File: config.mk
export PLATFORM = sky130hd
export DESIGN_NAME = zx_memory_top
export DESIGN_NICKNAME = d
export VERILOG_FILES = /design/src/logic/zx_bus_pkg.sv /design/src/logic/zx_mem_pkg.sv /design/src/logic/paging_regs.sv /design/src/logic/addr_mapper.sv /design/src/logic/sdram_port.sv /design/src/logic/zx_memory_top.sv
export SDC_FILE = /design/constraint.sdc
export NUM_CORES = 1
export LEC_CHECK = 0
export BUFFER_PORTS_ARGS = -buffer_cell sky130_fd_sc_hd__buf_2
export CAP_MARGIN = 20
export CORE_MARGIN = 1.5
export CORE_UTILIZATION = 50
export DETAILED_ROUTE_END_ITERATION = 10
export HOLD_SLACK_MARGIN = 0.03
export PLACE_DENSITY = 0.84
export RECOVER_POWER = 25
export REMOVE_ABC_BUFFERS = 1
export SETUP_SLACK_MARGIN = 0.02
export SKIP_LAST_GASP = 1
export SYNTH_ARGS = -nofsm -noshare
export SYNTH_HDL_FRONTEND = slang
export SYNTH_SLANG_ARGS = --single-unit
File: constraint.sdc
create_clock -name clk_sys -period 8.5 [get_ports clk_sys]
set_input_delay 0.85 -clock clk_sys [delete_from_list [all_inputs] [get_ports clk_sys]]
set_output_delay 0.85 -clock clk_sys [all_outputs]
set_load 0.02 [all_outputs]
File: src/logic/zx_bus_pkg.sv
`default_nettype none

// ==================================================
// CPU bus and SDRAM request port types
// ==================================================
package zx_bus_pkg;

	localparam int RAM_ADDR_W = 24;	// SDRAM byte address width

	// One CPU bus cycle as seen at the pins, strobes active high
	typedef struct packed {
		logic [15:0] addr;
		logic [7:0]  dout;	// CPU data out
		logic        mreq;
		logic        iorq;
		logic        rd;
		logic        wr;
		logic        m1;
	} cpu_bus_t;

	// Toggle handshake toward the SDRAM controller
	typedef struct packed {
		logic                  req;	// Flips once per request
		logic                  we;
		logic [RAM_ADDR_W-1:0] addr;	// Byte address, bit 0 picks the byte lane
		logic [7:0]            data;
	} sdram_req_t;

endpackage

`default_nettype wire

File: src/logic/zx_mem_pkg.sv
`default_nettype none

// ==================================================
// Memory modes, paging state and SDRAM layout
// ==================================================
package zx_mem_pkg;

	// Machine type, same codes as the memory menu
	typedef enum logic [2:0] {
		MODE_128K  = 3'd0,
		MODE_P1024 = 3'd1,
		MODE_48K   = 3'd3,
		MODE_PLUS3 = 3'd4
	} mem_mode_e;

	typedef struct packed {
		logic [7:0] reg_7ffd;	// RAM bank, screen, ROM bit, lock
		logic [7:0] reg_1ffd;	// +3 special mode and high ROM bit
		logic [7:0] reg_eff7;	// Pentagon 1024 control
		logic [2:0] ext_bank;	// Pentagon bank bits above 7FFD[2:0]
		logic       zx48;
		logic       plus3;
	} paging_t;

	localparam int BANK_SIZE_W = 14;	// 16K page offset

	// ROM pages live above the RAM banks
	localparam logic [23:0] ROM_BASE       = 24'h150000;
	localparam logic [3:0]  ROM_PAGE_128   = 4'd6;	// 128K editor, +1 for 48K BASIC
	localparam logic [3:0]  ROM_PAGE_PLUS3 = 4'd8;	// Four +3 ROMs from here
	localparam logic [3:0]  ROM_PAGE_48K   = 4'd13;

	// Fixed RAM banks behind 4000 and 8000
	localparam logic [5:0] BANK_SLOT1 = 6'd5;
	localparam logic [5:0] BANK_SLOT2 = 6'd2;

endpackage

`default_nettype wire

File: src/logic/paging_regs.sv
`timescale 1ns/1ps
`default_nettype none

module paging_regs
	import zx_bus_pkg::*;
	import zx_mem_pkg::*;
(
	input  wire            clk_sys,
	input  wire            reset,
	input  wire cpu_bus_t  cpu,
	input  wire mem_mode_e mem_mode,
	output paging_t        paging
);

	logic io_wr;		// I/O write cycle, M1 excluded
	logic io_wr_d;
	logic wr_edge;
	logic p1024;		// Pentagon 1024 machine
	logic locked;
	logic sel_7ffd;
	logic sel_1ffd;
	logic sel_eff7;

	// ==================================================
	// Port decode
	// ==================================================
	assign io_wr   = cpu.iorq & cpu.wr & ~cpu.m1;
	assign wr_edge = io_wr & ~io_wr_d;	// First cycle of the write only

	assign sel_7ffd = ~cpu.addr[15] & ~cpu.addr[1] &
		(cpu.addr[14] | paging.plus3);

	// 1FFD also matches the loose 7FFD decode on +3, so it is checked first
	assign sel_1ffd = paging.plus3 & cpu.addr[12] &
		~cpu.addr[15] & ~cpu.addr[14] & ~cpu.addr[13] & ~cpu.addr[1];

	assign sel_eff7 = p1024 & (&cpu.addr[15:13]) & ~cpu.addr[12] & ~cpu.addr[3];

	// 48K never pages, Pentagon honours bit 5 only in 128K-compatible mode
	assign locked = paging.zx48 |
		(~p1024 & paging.reg_7ffd[5]) |
		(p1024 & paging.reg_eff7[2] & paging.reg_7ffd[5]);

	always_ff @(posedge clk_sys) begin
		if (reset)
			io_wr_d <= 1'b0;
		else
			io_wr_d <= io_wr;
	end

	// ==================================================
	// Paging registers
	// ==================================================
	always_ff @(posedge clk_sys) begin
		if (reset) begin
			paging.reg_7ffd <= 8'h00;
			paging.reg_1ffd <= 8'h00;
			paging.reg_eff7 <= 8'h00;
			paging.ext_bank <= 3'd0;
			paging.zx48     <= (mem_mode == MODE_48K);	// Machine type taken during reset
			paging.plus3    <= (mem_mode == MODE_PLUS3);
			p1024           <= (mem_mode == MODE_P1024);
		end else begin
			if (wr_edge && !locked) begin
				if (sel_1ffd) begin
					paging.reg_1ffd <= cpu.dout;
				end else if (sel_7ffd) begin
					paging.reg_7ffd <= cpu.dout;
					// Extra bank bits ride on D5, D7, D6
					if (p1024 && !paging.reg_eff7[2])
						paging.ext_bank <= {cpu.dout[5], cpu.dout[7:6]};
				end
			end

			if (wr_edge && sel_eff7)
				paging.reg_eff7 <= cpu.dout;	// Not subject to the lock
		end
	end

endmodule

`default_nettype wire

File: src/logic/addr_mapper.sv
`timescale 1ns/1ps
`default_nettype none

module addr_mapper
	import zx_bus_pkg::*;
	import zx_mem_pkg::*;
(
	input  wire cpu_bus_t         cpu,
	input  wire paging_t          paging,
	output logic [RAM_ADDR_W-1:0] ram_addr,
	output logic                  ram_rd,
	output logic                  ram_we
);

	logic                   special;	// +3 all-RAM mode
	logic [1:0]             slot;
	logic [BANK_SIZE_W-1:0] offset;
	logic [3:0]             rom_page;
	logic [5:0]             bank;

	assign special = paging.reg_1ffd[0];
	assign slot    = cpu.addr[15:14];
	assign offset  = cpu.addr[BANK_SIZE_W-1:0];

	// ==================================================
	// ROM page select
	// ==================================================
	always_comb begin
		if (paging.zx48)
			rom_page = ROM_PAGE_48K;
		else if (paging.plus3)
			rom_page = ROM_PAGE_PLUS3 + {2'b00, paging.reg_1ffd[2], paging.reg_7ffd[4]};
		else
			rom_page = ROM_PAGE_128 + {3'b000, paging.reg_7ffd[4]};
	end

	// ==================================================
	// RAM bank per slot
	// ==================================================
	always_comb begin
		bank = 6'd0;
		if (special) begin
			case (paging.reg_1ffd[2:1])
				2'b00: bank = {4'd0, slot};	// 0,1,2,3
				2'b01: bank = {4'd1, slot};	// 4,5,6,7
				2'b10: bank = (slot == 2'd3) ? 6'd3 : {4'd1, slot};	// 4,5,6,3
				default: begin	// 4,7,6,3
					if (slot == 2'd1)
						bank = 6'd7;
					else if (slot == 2'd3)
						bank = 6'd3;
					else
						bank = {4'd1, slot};
				end
			endcase
		end else begin
			case (slot)
				2'd1:    bank = BANK_SLOT1;
				2'd2:    bank = BANK_SLOT2;
				2'd3:    bank = {paging.ext_bank, paging.reg_7ffd[2:0]};
				default: bank = 6'd0;	// ROM slot, bank not used
			endcase
		end
	end

	always_comb begin
		if (!special && slot == 2'd0)
			ram_addr = ROM_BASE + {6'd0, rom_page, offset};
		else
			ram_addr = {4'd0, bank, offset};	// Bank n at n * 16K
	end

	assign ram_rd = cpu.mreq & cpu.rd;
	// ROM is write protected unless it is RAM in special mode
	assign ram_we = cpu.mreq & cpu.wr & (special | (slot != 2'd0));

endmodule

`default_nettype wire

File: src/logic/sdram_port.sv
`timescale 1ns/1ps
`default_nettype none

module sdram_port
	import zx_bus_pkg::*;
#(
	parameter int RD_SETTLE = 2	// Read strobe delay before the request, 1 to 3
)(
	input  wire                  clk_sys,
	input  wire                  reset,
	input  wire cpu_bus_t        cpu,
	input  wire [RAM_ADDR_W-1:0] ram_addr,
	input  wire                  ram_rd,
	input  wire                  ram_we,
	output sdram_req_t           sdram,
	input  wire                  sdram_ack,
	input  wire [15:0]           sdram_q,
	output logic [7:0]           ram_dout,
	output logic                 ram_ready
);

	logic [RD_SETTLE-1:0]  rd_pipe;
	logic [RD_SETTLE:0]    rd_hist;	// Bit 0 is the live strobe
	logic                  we_d;
	logic                  new_rd;
	logic                  new_we;
	logic                  new_req;
	logic                  req_r;
	logic                  we_r;
	logic [RAM_ADDR_W-1:0] addr_r;
	logic [7:0]            data_r;

	// ==================================================
	// Strobe edge detection
	// ==================================================
	assign rd_hist = {rd_pipe, ram_rd};
	assign new_rd  = rd_hist[RD_SETTLE-1] & ~rd_hist[RD_SETTLE];	// Delayed rising edge
	assign new_we  = ram_we & ~we_d;
	assign new_req = new_rd | new_we;

	always_ff @(posedge clk_sys) begin
		if (reset) begin
			rd_pipe <= '0;
			we_d    <= 1'b0;
		end else begin
			rd_pipe <= rd_hist[RD_SETTLE-1:0];
			we_d    <= ram_we;
		end
	end

	// ==================================================
	// Toggle request
	// ==================================================
	always_ff @(posedge clk_sys) begin
		if (reset) begin
			req_r <= 1'b0;
			we_r  <= 1'b0;
		end else if (new_req) begin
			req_r <= ~req_r;
			we_r  <= ram_we;
		end
	end

	// Address and data follow the request edge
	always_ff @(posedge clk_sys) begin
		if (new_req) begin
			addr_r <= ram_addr;
			data_r <= cpu.dout;
		end
	end

	assign sdram = '{req: req_r, we: we_r, addr: addr_r, data: data_r};

	assign ram_dout  = addr_r[0] ? sdram_q[15:8] : sdram_q[7:0];	// Byte lane of the word
	assign ram_ready = (sdram_ack == req_r) & ~new_req;

endmodule

`default_nettype wire

File: src/logic/zx_memory_top.sv
`timescale 1ns/1ps
`default_nettype none

module zx_memory_top
	import zx_bus_pkg::*;
	import zx_mem_pkg::*;
#(
	parameter int RD_SETTLE = 2
)(
	input  wire             clk_sys,
	input  wire             reset,
	input  wire cpu_bus_t   cpu,
	input  wire mem_mode_e  mem_mode,
	output wire sdram_req_t sdram,
	input  wire             sdram_ack,
	input  wire [15:0]      sdram_q,
	output wire [7:0]       ram_dout,
	output wire             ram_ready
);

	paging_t               paging;
	logic [RAM_ADDR_W-1:0] ram_addr;
	logic                  ram_rd;
	logic                  ram_we;

	// Port writes update the paging state
	paging_regs u_paging_regs (
		.clk_sys  (clk_sys),
		.reset    (reset),
		.cpu      (cpu),
		.mem_mode (mem_mode),
		.paging   (paging)
	);

	addr_mapper u_addr_mapper (
		.cpu      (cpu),
		.paging   (paging),
		.ram_addr (ram_addr),
		.ram_rd   (ram_rd),
		.ram_we   (ram_we)
	);

	// One outstanding SDRAM access at a time
	sdram_port #(
		.RD_SETTLE (RD_SETTLE)
	) u_sdram_port (
		.clk_sys   (clk_sys),
		.reset     (reset),
		.cpu       (cpu),
		.ram_addr  (ram_addr),
		.ram_rd    (ram_rd),
		.ram_we    (ram_we),
		.sdram     (sdram),
		.sdram_ack (sdram_ack),
		.sdram_q   (sdram_q),
		.ram_dout  (ram_dout),
		.ram_ready (ram_ready)
	);

endmodule

`default_nettype wire

Yosys cells after proc, flatten, opt, wreduce, memory -nomap -nowiden
Index checks and enable logic that the tools add are counted.
- eq/ne operators: 9
- $add $sub $neg: 3
- multiplexer cells: 9
- reductions and logical operators: 14
- bitwise operators: 41
- operator list (kind ; number):
    6-bit case mux with 3 select lines ; 2
    21-bit by 18-bit adder with 22-bit output, first input constant ; 1
    1-bit bitwise AND ; 22
    20-bit 2-to-1 mux ; 1
    1-bit NOT ; 14
    6-bit 2-to-1 mux ; 2
    4-bit 2-to-1 mux ; 2
    8-bit 2-to-1 mux ; 1
    2-bit == test, second input constant ; 3
    3-bit AND reduction ; 2
    1-bit OR ; 5
    3-bit by 1-bit adder with 4-bit output, first input constant ; 1
    4-bit by 2-bit adder with 4-bit output, first input constant ; 1
    2-bit by 1-bit == test with 1-bit output, second input constant ; 2
    1-bit logical AND ; 4
    2-bit logical NOT ; 2
    4-bit AND reduction ; 1
    3-bit by 1-bit == test with 1-bit output, second input constant ; 1
    3-bit by 2-bit == test with 1-bit output, second input constant ; 1
    3-bit == test, second input constant ; 1
    1-bit logical NOT ; 3
    3-bit 2-to-1 mux ; 1
    2-bit AND reduction ; 1
    2-bit nonzero test ; 1
    1-bit == test ; 1
- bits in registers: 54
- logic and storage cells: 91
- output and inout port bits: 43
- input port bits: 51

Depth between registers and ports, before layout
- depth after elaboration: 7
- mapped depth: 5
- mapped depth without buffers: 5

Cells and area by module
From an unflattened synthesis, not the netlist that was laid out.
- cells, all modules: 237
- area total of the unflattened synthesis: 2897.8 sq um
- modules (own cells, without submodules) (module ; sequential area each (sq um) ; area an instance (sq um) ; instances ; cells an instance):
    paging_regs ; 650.6 ; 1290.0 ; 1 ; 122
    sdram_port ; 1061.0 ; 1276.2 ; 1 ; 62
    addr_mapper ; 0.0 ; 331.6 ; 1 ; 53

Worst setup path before layout
No wires, ideal clock.
- path type: input to output
- start point: in cpu[28] (netlist bit)
- end point: out ram_ready
- path buffers: 1
- required time: 7.650 ns
- cell stages on the path: 4
- data arrival time: 3.964 ns
- path slack: 3.686 ns
- cell sequence: buf_2 o311ai_0 o21ai_0 nor2_1
- word-level cells in the longest chain between the ends: 7
- RTL lines (what ; RTL line ; text):
    from (decl) ; zx_memory_top.sv:12 ; input wire cpu_bus_t cpu,
    2-bit nonzero test ; addr_mapper.sv:75 ; assign ram_we = cpu.mreq & cpu.wr & (special | (slot != 2'd0));
    1-bit OR ; addr_mapper.sv:75 ;
    1-bit bitwise AND ; addr_mapper.sv:75 ;
    1-bit bitwise AND ; sdram_port.sv:38 ; assign new_we = ram_we & ~we_d;
    1-bit OR ; sdram_port.sv:39 ; assign new_req = new_rd | new_we;
    via u_sdram_port.new_req ; sdram_port.sv:27 ; logic new_req;
    1-bit NOT ; sdram_port.sv:75 ; assign ram_ready = (sdram_ack == req_r) & ~new_req;
    1-bit bitwise AND ; sdram_port.sv:75 ;
    to (decl) ; zx_memory_top.sv:18 ; output wire ram_ready
The timed path passes the listed nets, and every way through them passes these cells.

Worst setup path in the final report
Same ends and word-level chain as after synthesis.

==> reports/qor.log <==
[sta] final worst slack 5570 ps
[placed_design] GP Congestion 0.805
[hold_path] worst hold path startpoint u_sdram_port.rd_pipe[0]
[placed_design] count of buffers inserted at the top-level ports 90
[routing] Antenna Violating Nets Remaining 0
[hold_path] path type of the worst min-delay path reg2reg
[yosys] count of flip-flops with a built-in enable after synthesis 32
[clock_network] clk sink count 50
[setup_path] r2r endpoint u_sdram_port.req_r
[routing] total wirelength of the detailed-routed design 4130 um
[power_and_ir_drop] P per Cell Area 179 mW/mm^2
[grt] pin count of the biggest net entering global routing 31
[sta] Rel. slew slack 35.6%
[sta] post-route setup TNS 0 ps
[clock_network] count of hold buffers inserted by post-cts repair 0
[setup_path] launching instance or port of the critical path cpu[28]
[setup_path] highest net fanout along the worst path 12
[clock_network] cell at the root of the clock tree clkbuf_8
[yosys] proportion of synthesized flip-flops having asynchronous set or reset 0%
[sta] worst slew pin tran 966 ps
[floorplan] standard-cell rows 23
[clock_network] number of instances resized during post-cts repair 0
[clock_network] buffer levels on the longest clock path 2
[layout] layout cell share with drive strength beyond 1 39.7%
[grt] initial antenna violation count 0
[clock_network] CTS clock-pin slew for the worst setup and hold paths 80 ps
[power_and_ir_drop] leakage power of the design 1.08 nW
[yosys] synth unique cells 42
[sta] final worst path period need 2930 ps
[outcome] outcome finished, final reports clean
[routing] drt drc 0
[routing] Top Layer Used met4
[grt] first-pass GRT wire length 6200 um
[sta] unrepaired setup endpoints after global routing no
[run] max-cap violation count 0
[layout] Area Growth Syn to Fin 25.7%
[yosys] leading cell types by total area after synthesis edfxtp_1 46%, dfxtp_1 17%, nand2b_1 5.6%
[floorplan] Initial Utilization 52.3%
[placed_design] pre-CTS WS 5650 ps
[sta] final max-slew violation count 0
[setup_path] kind of start point of the critical path primary input
[floorplan] Die Ht 67.9 um
[routing] WL met3 381 um
[grt] total global routing track utilization 19.2%
[setup_path] worst path arrival time 2080 ps
[grt] via count of the first global-routing pass 1330
[clock_network] CTS H-tree lvls 2
[layout] number of filler instances in the final layout 327
[yosys] count leader, synth edfxtp_1
[yosys] sequential share of the synthesized area 62.7%
[setup_path] Reg2Reg Setup Slack 6670 ps
[routing] average wire per cell in the routed design 13.7 um
[setup_path] required time at the endpoint of the critical path 7650 ps
[layout] Register Area 0.00132 sq mm
[setup_path] classification of the worst setup path in2out
[layout] area used by multi-input combinational logic 723 sq um
[sta] highest clock rate 0.341 GHz
[sta] final clock period utilization by the worst path 34.5%
[sta] final hold vios 0
[yosys] total of flip-flops plus latches after synthesis 50
[layout] total number of nets in the final design 303
[yosys] synthesized netlist cell count 162
[grt] GRT Residual Overflow 0
[routing] DRT iter0 DRCs 81
[clock_network] buffer count from post-CTS setup fixing 0
[clock_network] clock tree from TritonCTS done
[yosys] number of warnings issued by yosys 0
[floorplan] Die Wd 67.9 um
[yosys] netlist area before placement 0.00211 sq mm
[placed_design] post-detailed-placement half-perimeter wirelength 3090 um
[floorplan] core box area 0.00403 sq mm
[routing] met2 wire length 2130 um
[sta] final worst clock skew 4.55 ps
[yosys] mean post-synth cell area 13.0 sq um
[yosys] Yosys top cell area share 45.6%
[routing] routed vias 1513
[layout] n_diodes 0
[setup_path] CP Capture Type output port
[yosys] Post-synth top flop edfxtp_1
[routing] wire length the detailed router placed on met1 1540 um
[floorplan] die footprint 0.00461 sq mm
[power_and_ir_drop] worst-case vdd ir drop 0.000107 V
[routing] post-detailed-route via-to-cell ratio 5.01
[floorplan] number of top-level design ports 94
[sta] setup violators final 0
[sta] Worst Hold Margin 470 ps
[clock_network] TritonCTS buffer count 5
[yosys] cell taking the most area after synthesis edfxtp_1
[setup_path] critical path capture point ram_ready
[routing] number of detailed-route iterations in the first pass 4
[clock_network] source-to-sink clock delay at the later pin of the worst-skew pair 300 ps
[yosys] most used standard cells in the synthesized netlist 32 x edfxtp_1, 19 x nand2b_1, 18 x dfxtp_1, 13 x nor2_1, 11 x mux2i_1
[setup_path] Worst Reg-to-Reg Cells 5
[setup_path] source of the worst register-to-register timing path u_paging_regs.paging[13]
-- cells in the final DEF, fill, tap and decap left out, types with 4 or more instances in the layout --
master and count:
clkbuf_8 5, edfxtp_1 32, mux2i_1 11, clkbuf_1 12
mux2_2 8, o21ai_0 4, nand2b_1 19, dfxtp_1 18
nor2_1 13, nand2_1 4, a21oi_1 4, buf_2 78
-- where the power goes --
part / switching, W / leakage, nW / internal (W)
sequential: 0.00000452 / 0.451 / 0.000271
combinational: 0.0000409 / 0.591 / 0.0000261
clock: 0.0000745 / 0.0416 / 0.0000564
total: 0.000120 / 1.08 / 0.000353
-- per-stage QoR --
| stage | instances | power [W] | cell area [sq um] | utilization [%] |
|---|---|---|---|---|
| global placement | 294 | 0.000349 | 2580 | 63.9 |
| floorplan | 153 | 0.000318 | 2050 | - |
| global route | 302 | 0.000495 | 2650 | 65.7 |
| finish | 302 | 0.000473 | 2650 | 65.7 |
| detailed placement | 294 | 0.000350 | 2580 | 63.9 |
| CTS | 302 | 0.000479 | 2660 | 66.1 |
-- area by class of cell --
class | count | area share [%]
Clock buffer | 5 | 2.60
Clock inverter | 3 | 0.615
Inverter | 3 | 0.426
Multi-Input combinational cell | 100 | 27.3
Sequential cell | 50 | 49.9
Tap cell | 50 | 2.36
Timing Repair Buffer | 91 | 16.7
-- sequential cells by signal, summed over array words and instances, names as in the netlist --
name and count:
u_sdram_port.req_r 1, u_paging_regs.p1024 1, u_paging_regs.paging 14, u_paging_regs.io_wr_d 1, u_sdram_port.addr_r 21, u_sdram_port.we_d 1, u_sdram_port.we_r 1, u_sdram_port.data_r 8
u_sdram_port.rd_pipe 2
-- how the worst min path moves through the flow --
stage                              endpoint  slack, ps  depth (start not counted)
floorplan           u_sdram_port.rd_pipe[1]        440                          1
global placement    u_sdram_port.rd_pipe[1]        450                          1
detailed placement  u_sdram_port.rd_pipe[1]        460                          1
CTS                 u_sdram_port.rd_pipe[1]        470                          1
global route        u_sdram_port.rd_pipe[1]        480                          1
finish              u_sdram_port.rd_pipe[1]        470                          1
-- worst max-delay path: stages --
cell and delay, ps:
clkbuf_1 210, o311ai_0 630, o21ai_2 110, nor2_1 110, buf_2 170
-- cells by family after synthesis --
group | count (synthesis) | synth area share, %
compound gates | 21 | 7.25
xor+xnor | 2 | 0.832
fa+ha+maj | 1 | 0.594
buf+inv | 14 | 3.45
flops | 50 | 62.7
mux | 19 | 9.51
other cells | 1 | 0.178
simple gates | 54 | 15.4
-- layer usage --
layer | track usage [%] | vias to the layer above
li1 | - | 754
met3 | 4.93 | 8
met1 | 20.7 | 676
met2 | 34.6 | 75
met4 | 10.0 | 0
met5 | 0 | -
Note: power is estimated with default switching activity, not from simulation.
